### config.mk
export PLATFORM = sky130hd
export DESIGN_NAME = cpu_front
export DESIGN_NICKNAME = d
export VERILOG_FILES = /design/src/verilog/irq_pkg.sv /design/src/verilog/bus_req_if.sv /design/src/verilog/int_req_if.sv /design/src/verilog/bus_result.sv /design/src/verilog/cpu_front.sv /design/src/verilog/int_decode.sv /design/src/verilog/int_sequencer.sv /design/src/verilog/pads_logic.sv
export SDC_FILE = /design/constraint.sdc
export NUM_CORES = 1
export LEC_CHECK = 0
export ABC_CLOCK_PERIOD_IN_PS = 3500
export BUFFER_PORTS_ARGS = -buffer_cell sky130_fd_sc_hd__buf_2
export CORE_ASPECT_RATIO = 0.75
export CORE_UTILIZATION = 44
export DETAILED_ROUTE_END_ITERATION = 6
export PLACE_DENSITY = 0.81
export SETUP_SLACK_MARGIN = 0.15
export SLEW_MARGIN = 20
export SYNTH_ARGS = -nofsm -noshare
export SYNTH_HDL_FRONTEND = slang
export SYNTH_SLANG_ARGS = --single-unit
export TNS_END_PERCENT = 100
### constraint.sdc
create_clock -name phi0 -period 3.5 [get_ports phi0]
set_clock_uncertainty 0.05 [all_clocks]
set_input_delay 0.175 -clock phi0 [delete_from_list [all_inputs] [get_ports phi0]]
set_output_delay 0.175 -clock phi0 [all_outputs]
set_load 0.02 [all_outputs]
### src/verilog/irq_pkg.sv
package irq_pkg;

	// Bus address and data widths
	typedef logic [15:0] addr_t;
	// Data byte, also used for the P register
	typedef logic [7:0] byte_t;

	// Interrupt source, in no particular order
	typedef enum logic [1:0] {
		none,
		res,
		nmi,
		irq
	} int_kind_e;

	// Entry sequence steps, one bus cycle each
	typedef enum logic [2:0] {
		idle,
		dummy0,
		dummy1,
		push_pch,
		push_pcl,
		push_p,
		vec_lo,
		vec_hi
	} seq_state_e;

	// Vector low byte addresses
	localparam addr_t vec_nmi = 16'hfffa;
	localparam addr_t vec_res = 16'hfffc;
	localparam addr_t vec_irq = 16'hfffe;

	// Stack lives in page one
	localparam byte_t stack_page = 8'h01;

	// Interrupt disable flag position in P
	localparam int i_bit = 2;

endpackage

### src/verilog/bus_req_if.sv
`timescale 1ns/1ps

// Sequencer bus cycle towards the output stage
interface bus_req_if;
	import irq_pkg::*;

	// Sequencer owns the bus this cycle
	logic active;
	addr_t addr;
	byte_t data;
	logic rnw;
	// Vector high read completes
	logic vec_done;
	// Captured vector low byte
	byte_t vec_byte;

	modport src (
		output active,
		output addr,
		output data,
		output rnw,
		output vec_done,
		input  vec_byte
	);

	modport dst (
		input  active,
		input  addr,
		input  data,
		input  rnw,
		input  vec_done,
		output vec_byte
	);

endinterface

### src/verilog/int_req_if.sv
`timescale 1ns/1ps

// Pending interrupt from decode to the sequencer
interface int_req_if;
	import irq_pkg::*;

	// Highest priority source right now
	int_kind_e kind;
	// Some source wants service
	logic pending;
	// Sequencer accepts the request, one cycle
	logic take;
	// NMI vector fetched, drop the edge latch
	logic clear_nmi;

	// Decode side
	modport src (
		output kind,
		output pending,
		input  take,
		input  clear_nmi
	);

	// Sequencer side
	modport dst (
		input  kind,
		input  pending,
		output take,
		output clear_nmi
	);

endinterface

### src/verilog/bus_result.sv
`timescale 1ns/1ps

module bus_result (
	input  logic           phi0,
	input  logic           rst_n,
	input  irq_pkg::addr_t core_addr,
	input  irq_pkg::byte_t core_data,
	input  logic           core_rnw,
	input  logic           core_fetch,
	input  irq_pkg::byte_t data_in,
	bus_req_if.dst         bus,
	output irq_pkg::addr_t addr,
	output irq_pkg::byte_t data_out,
	output logic           rnw,
	output logic           sync,
	output irq_pkg::addr_t pc_new,
	output logic           pc_load,
	output logic           i_set
);

	import irq_pkg::*;

	// Sequencer read at one of the vector low addresses
	logic vec_lo_hit;

	// Sequencer owns the pins while active
	assign addr     = bus.active ? bus.addr : core_addr;
	assign data_out = bus.active ? bus.data : core_data;
	assign rnw      = bus.active ? bus.rnw : core_rnw;
	// No SYNC during entry, fetch is replaced
	assign sync     = core_fetch & ~bus.active;

	// Dummies come before vec_lo, so a stray match is overwritten
	assign vec_lo_hit = bus.active && bus.rnw &&
		(bus.addr == vec_nmi || bus.addr == vec_res || bus.addr == vec_irq);

	// Vector bytes
	always_ff @(posedge phi0) begin
		// Last stalled cycle leaves the valid byte
		if (vec_lo_hit)
			bus.vec_byte <= data_in;
		// High byte straight off the bus
		if (bus.vec_done)
			pc_new <= {data_in, bus.vec_byte};
	end

	// Strobes one cycle after vec_hi
	always_ff @(posedge phi0 or negedge rst_n) begin
		if (!rst_n) begin
			pc_load <= 1'b0;
			i_set   <= 1'b0;
		end else begin
			pc_load <= bus.vec_done;
			i_set   <= bus.vec_done;
		end
	end

endmodule

### src/verilog/cpu_front.sv
`timescale 1ns/1ps

module cpu_front (
	input  logic           phi0,
	input  logic           rst_n,
	input  logic           n_nmi,
	input  logic           n_irq,
	input  logic           n_res,
	input  logic           rdy,
	input  logic           so,
	input  irq_pkg::addr_t core_addr,
	input  irq_pkg::byte_t core_data,
	input  logic           core_rnw,
	input  logic           core_fetch,
	input  irq_pkg::addr_t pc,
	input  irq_pkg::byte_t p_flags,
	input  irq_pkg::byte_t data_in,
	output irq_pkg::addr_t addr,
	output irq_pkg::byte_t data_out,
	output logic           rnw,
	output logic           sync,
	output irq_pkg::addr_t pc_new,
	output logic           pc_load,
	output logic           i_set,
	output logic           so_set,
	output logic           busy
);

	// Synchronized pin levels
	logic nmi_s;
	logic irq_s;
	logic res_s;
	logic rdy_s;

	int_req_if int_req ();
	bus_req_if bus_req ();

	// Pad registers
	pads_logic u_pads (
		.phi0   (phi0),
		.rst_n  (rst_n),
		.n_nmi  (n_nmi),
		.n_irq  (n_irq),
		.n_res  (n_res),
		.rdy    (rdy),
		.so     (so),
		.nmi_s  (nmi_s),
		.irq_s  (irq_s),
		.res_s  (res_s),
		.rdy_s  (rdy_s),
		.so_set (so_set)
	);

	// Interrupt priority
	int_decode u_decode (
		.phi0    (phi0),
		.rst_n   (rst_n),
		.nmi_s   (nmi_s),
		.irq_s   (irq_s),
		.res_s   (res_s),
		.p_flags (p_flags),
		.req     (int_req)
	);

	// Entry sequence
	int_sequencer u_seq (
		.phi0       (phi0),
		.rst_n      (rst_n),
		.rdy_s      (rdy_s),
		.core_fetch (core_fetch),
		.core_addr  (core_addr),
		.pc         (pc),
		.p_flags    (p_flags),
		.req        (int_req),
		.bus        (bus_req),
		.busy       (busy)
	);

	// Output stage
	bus_result u_result (
		.phi0       (phi0),
		.rst_n      (rst_n),
		.core_addr  (core_addr),
		.core_data  (core_data),
		.core_rnw   (core_rnw),
		.core_fetch (core_fetch),
		.data_in    (data_in),
		.bus        (bus_req),
		.addr       (addr),
		.data_out   (data_out),
		.rnw        (rnw),
		.sync       (sync),
		.pc_new     (pc_new),
		.pc_load    (pc_load),
		.i_set      (i_set)
	);

endmodule

### src/verilog/int_decode.sv
`timescale 1ns/1ps

module int_decode (
	input  logic           phi0,
	input  logic           rst_n,
	input  logic           nmi_s,
	input  logic           irq_s,
	input  logic           res_s,
	input  irq_pkg::byte_t p_flags,
	int_req_if.src         req
);

	import irq_pkg::*;

	// Previous NMI level for edge detection
	logic nmi_prev;
	// Edge seen, not yet serviced
	logic nmi_lat;
	// Reset seen, entry not yet started
	logic res_req;
	int_kind_e kind_c;

	// NMI is edge triggered
	// New edge wins over a clear in the same cycle
	always_ff @(posedge phi0 or negedge rst_n) begin
		if (!rst_n) begin
			nmi_prev <= 1'b0;
			nmi_lat  <= 1'b0;
		end else begin
			nmi_prev <= nmi_s;
			if (nmi_s && !nmi_prev)
				nmi_lat <= 1'b1;
			else if (req.clear_nmi)
				nmi_lat <= 1'b0;
		end
	end

	// Power-up counts as a reset too
	always_ff @(posedge phi0 or negedge rst_n) begin
		if (!rst_n) begin
			res_req <= 1'b1;
		end else if (res_s) begin
			res_req <= 1'b1;
		end else if (req.take && kind_c == res) begin
			res_req <= 1'b0;
		end
	end

	// Priority select
	always_comb begin
		if (res_s) begin
			// Pin still held, nothing runs
			kind_c = none;
		end else if (res_req) begin
			kind_c = res;
		end else if (nmi_lat) begin
			kind_c = nmi;
		end else if (irq_s && !p_flags[i_bit]) begin
			// IRQ is a level, masked by I
			kind_c = irq;
		end else begin
			kind_c = none;
		end
	end

	assign req.kind    = kind_c;
	assign req.pending = (kind_c != none);

endmodule

### src/verilog/int_sequencer.sv
`timescale 1ns/1ps

module int_sequencer (
	input  logic           phi0,
	input  logic           rst_n,
	input  logic           rdy_s,
	input  logic           core_fetch,
	input  irq_pkg::addr_t core_addr,
	input  irq_pkg::addr_t pc,
	input  irq_pkg::byte_t p_flags,
	int_req_if.dst         req,
	bus_req_if.src         bus,
	output logic           busy
);

	import irq_pkg::*;

	seq_state_e state;
	// Step on the bus this cycle
	seq_state_e step;
	seq_state_e next_step;
	// Source latched at take
	int_kind_e kind_q;
	// Stack pointer
	byte_t sp;
	addr_t vec_addr;
	addr_t addr_c;
	byte_t data_c;
	logic rnw_c;
	logic start;
	logic advance;
	logic push;
	logic vec_done;

	// Normal entry waits for an opcode fetch
	// Reset goes as soon as it is pending
	assign start = (state == idle) && req.pending && (core_fetch || req.kind == res);

	// The accepting cycle is already dummy0
	assign step = start ? dummy0 : state;
	assign busy = (step != idle);

	// Vector from the latched source
	always_comb begin
		case (kind_q)
			res:     vec_addr = vec_res;
			nmi:     vec_addr = vec_nmi;
			default: vec_addr = vec_irq;
		endcase
	end

	// Bus cycle per step
	always_comb begin
		addr_c    = pc;
		data_c    = 8'h00;
		rnw_c     = 1'b1;
		push      = 1'b0;
		next_step = idle;
		case (step)
			dummy0: begin
				// Core's fetch address taken over
				addr_c    = core_addr;
				next_step = dummy1;
			end
			dummy1: begin
				addr_c    = pc;
				next_step = push_pch;
			end
			push_pch: begin
				addr_c    = {stack_page, sp};
				data_c    = pc[15:8];
				// Reset reads instead of writing
				rnw_c     = (kind_q == res);
				push      = 1'b1;
				next_step = push_pcl;
			end
			push_pcl: begin
				addr_c    = {stack_page, sp};
				data_c    = pc[7:0];
				rnw_c     = (kind_q == res);
				push      = 1'b1;
				next_step = push_p;
			end
			push_p: begin
				addr_c    = {stack_page, sp};
				// B flag (bit 4) always clear for hardware entry
				data_c    = p_flags & 8'hef;
				rnw_c     = (kind_q == res);
				push      = 1'b1;
				next_step = vec_lo;
			end
			vec_lo: begin
				addr_c    = vec_addr;
				next_step = vec_hi;
			end
			vec_hi: begin
				addr_c    = vec_addr | 16'h0001;
				next_step = idle;
			end
			default: begin
				next_step = idle;
			end
		endcase
	end

	// Reads hold on RDY low, writes always go
	assign advance  = ~rnw_c | rdy_s;
	assign vec_done = (step == vec_hi) && advance;

	always_ff @(posedge phi0 or negedge rst_n) begin
		if (!rst_n) begin
			state  <= idle;
			kind_q <= none;
			sp     <= 8'h00;
		end else begin
			if (start)
				kind_q <= req.kind;
			// Stalled step repeats with the same address
			state <= advance ? next_step : step;
			// Post-decrement once per completed push
			if (advance && push)
				sp <= sp - 8'd1;
		end
	end

	assign req.take      = start;
	assign req.clear_nmi = vec_done && (kind_q == nmi);

	assign bus.active   = busy;
	assign bus.addr     = addr_c;
	assign bus.data     = data_c;
	assign bus.rnw      = rnw_c;
	assign bus.vec_done = vec_done;

endmodule

### src/verilog/pads_logic.sv
`timescale 1ns/1ps

module pads_logic (
	input  logic phi0,
	input  logic rst_n,
	input  logic n_nmi,
	input  logic n_irq,
	input  logic n_res,
	input  logic rdy,
	input  logic so,
	output logic nmi_s,
	output logic irq_s,
	output logic res_s,
	output logic rdy_s,
	output logic so_set
);

	// SO delay chain
	logic so_q;
	logic so_d1;
	logic so_d2;

	// One register per pin, pad delay of one cycle
	// Active-low pins come out active high
	always_ff @(posedge phi0 or negedge rst_n) begin
		if (!rst_n) begin
			nmi_s <= 1'b0;
			irq_s <= 1'b0;
			// Reset pin reads as held while rst_n is low
			res_s <= 1'b1;
			rdy_s <= 1'b1;
		end else begin
			nmi_s <= ~n_nmi;
			irq_s <= ~n_irq;
			res_s <= ~n_res;
			rdy_s <= rdy;
		end
	end

	// SO sampled, then delayed twice
	// Edge taken on the delayed pair so the pulse lands two cycles late
	always_ff @(posedge phi0 or negedge rst_n) begin
		if (!rst_n) begin
			so_q   <= 1'b0;
			so_d1  <= 1'b0;
			so_d2  <= 1'b0;
			so_set <= 1'b0;
		end else begin
			so_q  <= so;
			so_d1 <= so_q;
			so_d2 <= so_d1;
			// High then low, single cycle pulse
			so_set <= so_d2 & ~so_d1;
		end
	end

endmodule

======== Yosys cells after proc, flatten, opt, wreduce, memory -nomap -nowiden ========
Index checks and enable logic that the tools add are counted.
word-level totals
  register bits after elaboration ......... 49
  input port bits ......................... 65
  output and inout bits ................... 46
  word-level logic and storage cells ...... 80
cells by class
  add/subtract/negate cells ............... 1
  equal/unequal tests ..................... 13
  mux-type cells .......................... 19
  bitwise operators ....................... 9
  reduce and logical (&&, ||, !) cells .... 21
operators with widths
  kind                                                                 number
  16-bit one-hot mux with 4 select lines                               1
  16-bit == test (second input constant)                               3
  8-bit one-hot mux with 3 select lines                                1
  3-bit one-hot mux with 6 select lines                                1
  16-bit 2-to-1 mux                                                    1
  3-bit == test (second input constant)                                4
  1-bit logical AND                                                    10
  2-bit 2-to-1 mux                                                     4
  8-bit 2-to-1 mux                                                     1
  8-bit by 1-bit subtractor with 8-bit output (second input constant)  1
  1-bit 2-to-1 mux                                                     7
  3-bit by 2-bit == test with 1-bit output (second input constant)     2
  3-bit 2-to-1 mux                                                     2
  1-bit inverter                                                       6
  3-bit one-hot mux with 2 select lines                                1
  2-bit nonzero test                                                   3
  2-bit by 1-bit == test with 1-bit output (second input constant)     2
  3-bit by 1-bit == test with 1-bit output (second input constant)     1
  3-bit logical NOT                                                    1
  1-bit logical OR                                                     3
  3-bit nonzero test                                                   1
  3-bit OR reduction                                                   1
  1-bit bitwise AND                                                    2
  2-bit == test (second input constant)                                1
  other kinds (2)                                                      3

======== Longest topological paths before layout ========
  depth after elaboration ................. 19
  depth in mapped cells ................... 13
  mapped depth without buffers ............ 11

======== By module ========
Synthesis repeated with hierarchy kept, for this count alone.
second synthesis, totals
  cells, all modules ...................... 251
  area total of the unflattened synthesis .. 2,847.7 sq um
by module, submodules not included
  module         instances  cells an instance  area an instance (sq um)  sequential area each (sq um)
  int_sequencer  1          165                1,262.5                   325.3
  bus_result     1          61                 1,211.2                   745.7
  pads_logic     1          12                 227.7                     202.7
  int_decode     1          13                 146.4                     76.3

======== Least setup slack after synthesis ========
Ideal clock, no wire load.
  kind .................................... flip-flop to flip-flop
  start point ............................. register u_seq.state[2]
  end point ............................... register u_result.bus.vec_byte[0], enable pin
  library setup time ...................... 0.380 ns
  data arrival time ....................... 3.348 ns
  data required time ...................... 3.070 ns
  slack ................................... -0.278 ns
  cell stages (with the launch flop) ...... 12
  path buffers ............................ 2
  period minus slack after synthesis ...... 3.778 ns
  cell sequence ........................... dfrtp_1 > buf_2 > nor4_1 > a21boi_0 > nor2_1 > ha_1 > buf_6 > o21a_4 > nor3b_1 > or3_1 > nand4b_1 > nor4_2
between the ends
  longest elaborated chain between the ends .. 11
  elaborated cells on any way between the ends .. 21
  classes of those cells .................. eq/ne: 9; mux: 3; reduce/logical: 9
ends and longest elaborated chain
  item                                                                              line                  source
  start: declaration                                                                int_sequencer.sv:18   seq_state_e state;
  start signal: assignment                                                          int_sequencer.sv:112  state <= idle;
  start signal: assignment                                                          int_sequencer.sv:119  state <= advance ? next_step : step;
  3-bit logical NOT                                                                 int_sequencer.sv:37   assign start = (state == idle) && req.pending && (core_fetch || req.kind == res);
  1-bit logical AND (2 in a row)                                                    int_sequencer.sv:37
  3-bit 2-to-1 mux *                                                                int_sequencer.sv:40   assign step = start ? dummy0 : state;
  3-bit by 2-bit == test with 1-bit output / 3-bit == test (equally long branches)  int_sequencer.sv:59   case (step)
  3-bit OR reduction (no line)                                                      -
  16-bit one-hot mux with 4 select lines                                            int_sequencer.sv:59
  16-bit == test                                                                    bus_result.sv:35      (bus.addr == vec_nmi || bus.addr == vec_res || bus.addr == vec_irq);
  1-bit logical OR (2 in a row)                                                     bus_result.sv:35
  1-bit logical AND *                                                               bus_result.sv:34      assign vec_lo_hit = bus.active && bus.rnw &&
  net u_result.vec_lo_hit                                                           bus_result.sv:24      logic vec_lo_hit;
  end signal: assignment                                                            bus_result.sv:41      bus.vec_byte <= data_in;
  end: declaration                                                                  bus_req_if.sv:32      output vec_byte
Mark *: on every way through the listed nets, which the timed path passes. The rest lies on a longest branch.
A chain may end at the register's enable or synchronous reset.

======== Worst setup path in the final report ========
  start point ............................. register u_pads.irq_s
  end point ............................... output port addr[3]
between the ends
  longest elaborated chain between the ends .. 13
  elaborated cells on any way between the ends .. 21
  classes of those cells .................. eq/ne: 7; mux: 7; reduce/logical: 7
ends and longest elaborated chain
  item                                                                                   line                                   source
  start: declaration                                                                     pads_logic.sv:12                       output logic irq_s,
  start signal: assignment                                                               pads_logic.sv:34                       irq_s <= ~n_irq;
  1-bit logical AND *                                                                    int_decode.sv:58                       end else if (irq_s && !p_flags[i_bit]) begin
  2-bit 2-to-1 mux *                                                                     int_decode.sv:58
  2-bit 2-to-1 mux *                                                                     int_decode.sv:56                       end else if (nmi_lat) begin
  2-bit 2-to-1 mux *                                                                     int_decode.sv:54                       end else if (res_req) begin
  2-bit 2-to-1 mux *                                                                     int_decode.sv:51                       if (res_s) begin
  2-bit by 1-bit == test with 1-bit output / 2-bit nonzero test (equally long branches)  int_sequencer.sv:37, int_decode.sv:67
  1-bit logical OR / 1-bit logical AND (equally long branches)                           int_sequencer.sv:37
  1-bit logical AND *                                                                    int_sequencer.sv:37
  3-bit 2-to-1 mux *                                                                     int_sequencer.sv:40
  3-bit by 2-bit == test with 1-bit output / 3-bit == test (equally long branches)       int_sequencer.sv:59
  3-bit OR reduction (no line)                                                           -
  16-bit one-hot mux with 4 select lines                                                 int_sequencer.sv:59
  16-bit 2-to-1 mux *                                                                    bus_result.sv:27                       assign addr = bus.active ? bus.addr : core_addr;
  end: declaration                                                                       cpu_front.sv:18                        output irq_pkg::addr_t addr,
Mark *: on every way between the ends. The rest lies on a longest branch, timed or not.

==> summary.md <==
| Metric | Value |
|---|---|
| Setup ws final | roughly 210 ps |
| Number of buffers created by CTS | 5 |
| Syn Inst Count | 281 |
| Max Buffers Root-to-Sink | 2 |
| Final #Nets | 474 |
| Chip width | around 93 um |
| I/O Pins | roughly 110 |
| Root Driver | clkbuf_8 |
| Hold Vio Cnt, Final | 0 |
| CP peak stage delay | 480 ps |
| Routed WL per cell | 17.5 um |
| DRC Markers | 0 |
| Largest net degree at the start of global routing | 44 |
| Actual slew at the worst max-slew pin | between 500 and 600 ps |
| Synthesized area per cell | 9.80 sq um |
| Synth Flop Type | edfxtp_1 |
| Required time of the worst setup path | 3270 ps |
| Place WS | 93.8 ps |
| Fmax | 304 MHz |
| First-pass GRT wire length | 12.7 mm |
| Most frequent cell after synthesis | nand2_1 |
| Overall power | 3.81 mW |
| Die Span Y | 70.5 um |
| # clock sinks | 49 |
| Max-Cap Viols | 0 |
| Top cell by count, worst path | nand2_1 |
| Post-synth top cells | nand2_1 (26), a21oi_1 (25), edfxtp_1 (24), nor2_1 (23), dfrtp_1 (22) |
| Port-buffer cells | 109 |
| Largest area contributor in the netlist | edfxtp_1 |
| Crit-path leading delay family | simple AND/OR/NAND/NOR gates |
| Slew Limit Fails | 0 |
| DR pass1 iterations | 5 |
| Filler Cells Inserted | 517 |
| Synth Warn # | 0 |
| Total negative slack | 0 ps |
| Post-synthesis cell area | 2760 sq um |
| Hold WS | 15.4 ps |
| RSZ-0062 raised after global routing | no |
| Skew-Pair Late Insertion Delay | 300 ps |
| 1st-iter DRT viols | between 200 and 250 |
| Critical Path AT | 3060 ps |
| Initial core utilization | 0.466 |
| Sequential Area | approximately 1400 sq um |
| Hold crit path type | in -> reg |
| Vias in the first global route | 2553 |
| Post-synth EDFFs | 24 |
| Core area | ~5900 sq um |
| H-tree depth | 2 |
| Leakage | between 1.5 and 2 nW |
| Max Fanout on Critical Path | 14 |
| Initial antenna violation count | 0 |
| Die area | 6590 sq um |
| Layout Utilization | 0.626 |
| Total GRT Usage | 0.249 |
| FP Rows | 24 |
| Async SR Flop Fraction | 0.510 |
| CTS tree | yes |
| Minimum clock period | 3290 ps |
| Clk pin slew, worst setup/hold paths | 90 ps |
| Status | finished, final reports clean |
| Netlist cell types | 57 |
| Post-Syn Nets | between 300 and 400 |
| Part of the cycle the worst path needs | 0.940 |
| Critical path class | reg -> out |
| # setup viols final | 0 |
| CP endpoint kind | primary output |
| Routed vias/inst | 5.80 |
| Slowest stage cell, crit path | or3b_2 |
| Top-area cell type share of the netlist area | 0.262 |
| Synth area leaders | edfxtp_1 (26%), dfrtp_1 (20%), a21oi_1 (4.5%), nand2_1 (3.5%), o21ai_0 (3.5%) |
| Post-DP HPWL | 6.00 mm |
| Layout cell share with drive strength beyond 1 | 0.405 |
| Number of synthesized register bits | just under 50 |
| Worst setup SP type | flip-flop |
| Sequential fraction of the synthesis area | 0.490 |
| Antenna cells | 0 |
| Multi-input logic area | 1340 sq um |
| Routability Congestion | 0.886 |
| Final ANT Viol Nets | 0 |
| Worst ir drop on vdd | 397 uV |
| Total vias in the final route | 2803 |
| Cell chain of the critical path | nor2b_1 > o21ai_2 > a21boi_4 > nor2_2 > inv_1 > ha_2 > buf_6 > or3b_2 > a221oi_1 > nand2_1 > o211ai_1 > nand2_1 > buf_2 |
| GR Overflow Total | 0 |
| Rel. slew slack | 0.635 |
| Pwr Density | 1030 nW/um^2 |
| Layout area overhead | 34.4% |
| Routed WL | 8.48 mm |
| Buffers & Inverters on Critical Path | 3 |
-- flip-flops by register name, indices dropped and copies added (netlist names) --
name                   count
u_decode.nmi_lat           1
u_decode.nmi_prev          1
u_decode.res_req           1
u_pads.irq_s               1
u_pads.nmi_s               1
u_pads.rdy_s               1
u_pads.res_s               1
u_pads.so_d1               1
u_pads.so_d2               1
u_pads.so_q                1
u_pads.so_set              1
u_result.bus.vec_byte      8
u_result.pc_load           1
u_result.pc_new           16
u_seq.kind_q               2
u_seq.sp                   8
u_seq.state                3
-- worst paths after layout --
check                                              start                            endpoint  slack, ps  cells after the start
worst min-delay path                          data_in[6]  u_result.bus.vec_byte[6]$_DFFE_PP_         20                      1
min in group asynchronous                          rst_n          u_result.pc_load$_DFF_PN0_        330                      2
worst min register to register     u_pads.so_q$_DFF_PN0_              u_pads.so_d1$_DFF_PN0_        310                      0
worst max-delay path              u_pads.irq_s$_DFF_PN0_                             addr[3]        210                     13
max in group asynchronous                          rst_n            u_seq.state[1]$_DFF_PN0_       2660                      2
worst max register to register  u_seq.state[1]$_DFF_PN0_  u_result.bus.vec_byte[5]$_DFFE_PP_        270                     10
-- layout by cell type, fill, tap and decap left out, types with 3 or more instances in the layout --
cell and count:
a21oi_1 25, a221oi_1 10, a22oi_1 9, a31oi_1 3, a32oi_1 3, buf_2 109, buf_4 12, buf_6 3
clkbuf_8 5, dfrtp_1 21, dfstp_2 3, dlygate4sd3_1 10, edfxtp_1 24, ha_1 3, inv_1 14, mux2_2 3
nand2_1 26, nand2b_1 7, nand3_1 3, nor2_1 20, nor2_2 3, nor2b_1 3, nor3_1 5, o211ai_1 4
o21ai_0 18, o41ai_1 3, or2_2 3, or3_1 3, xnor2_1 3
-- power breakdown --
group          leakage (nW)  internal [mW]  switching (mW)
clock                0.0456          0.143           0.186
combinational          1.05          0.993            1.66
sequential            0.509          0.722           0.114
-- routing by layer --
metal  wire length [um]  global-route usage  vias to the layer above
li1                   -                   -                     1283
met1               3440               0.335                     1292
met2               3960               0.409                      199
met3                817              0.0409                       29
met4                257              0.0923                        0
met5                  0                   0                        -
-- worst reg2reg max path: stages (launching register included) --
cell and delay, ps:
dfrtp_2 470, nor4_4 340, a21boi_4 280, nor2_2 90, ha_2 240, o21a_4 260
nor3b_2 200, or3_1 400, nand4b_1 250, nor4_4 190, buf_6 180
-- metrics by stage --
stage	std cells	instance area [sq um]
after detailed placement	461	3410
after floorplan	281	2770
after global placement	461	3410
after global routing	483	3700
after CTS	477	3590
final	483	3700
-- kinds of logic after synthesis --
kind of cell | share of synthesized area
compound gates | 0.226
xor+xnor | 0.0218
fa+ha+maj | 0.0227
buf+inv | 0.0518
flops | 0.490
mux | 0.0159
simple gates | 0.172
-- cell type report --
type                            count  share of cell area
Sequential cell                    49               0.365
Inverter                           15              0.0155
Clock inverter                      2             0.00372
Timing Repair Buffer              134               0.208
Multi-Input combinational cell    199               0.362
Clock buffer                        6              0.0196
Tap cell                           78              0.0264
-- repair_timing --
item | CTS | global route
setup endpoints to repair | 13 | 48
setup buffers | 0 | 4
hold endpoints to repair | 30 | 4
hold buffers | 8 | 2
gates resized for setup | 5 | 17
pin swaps | 0 | 2
No activity file was read; power rests on OpenSTA's default activity.
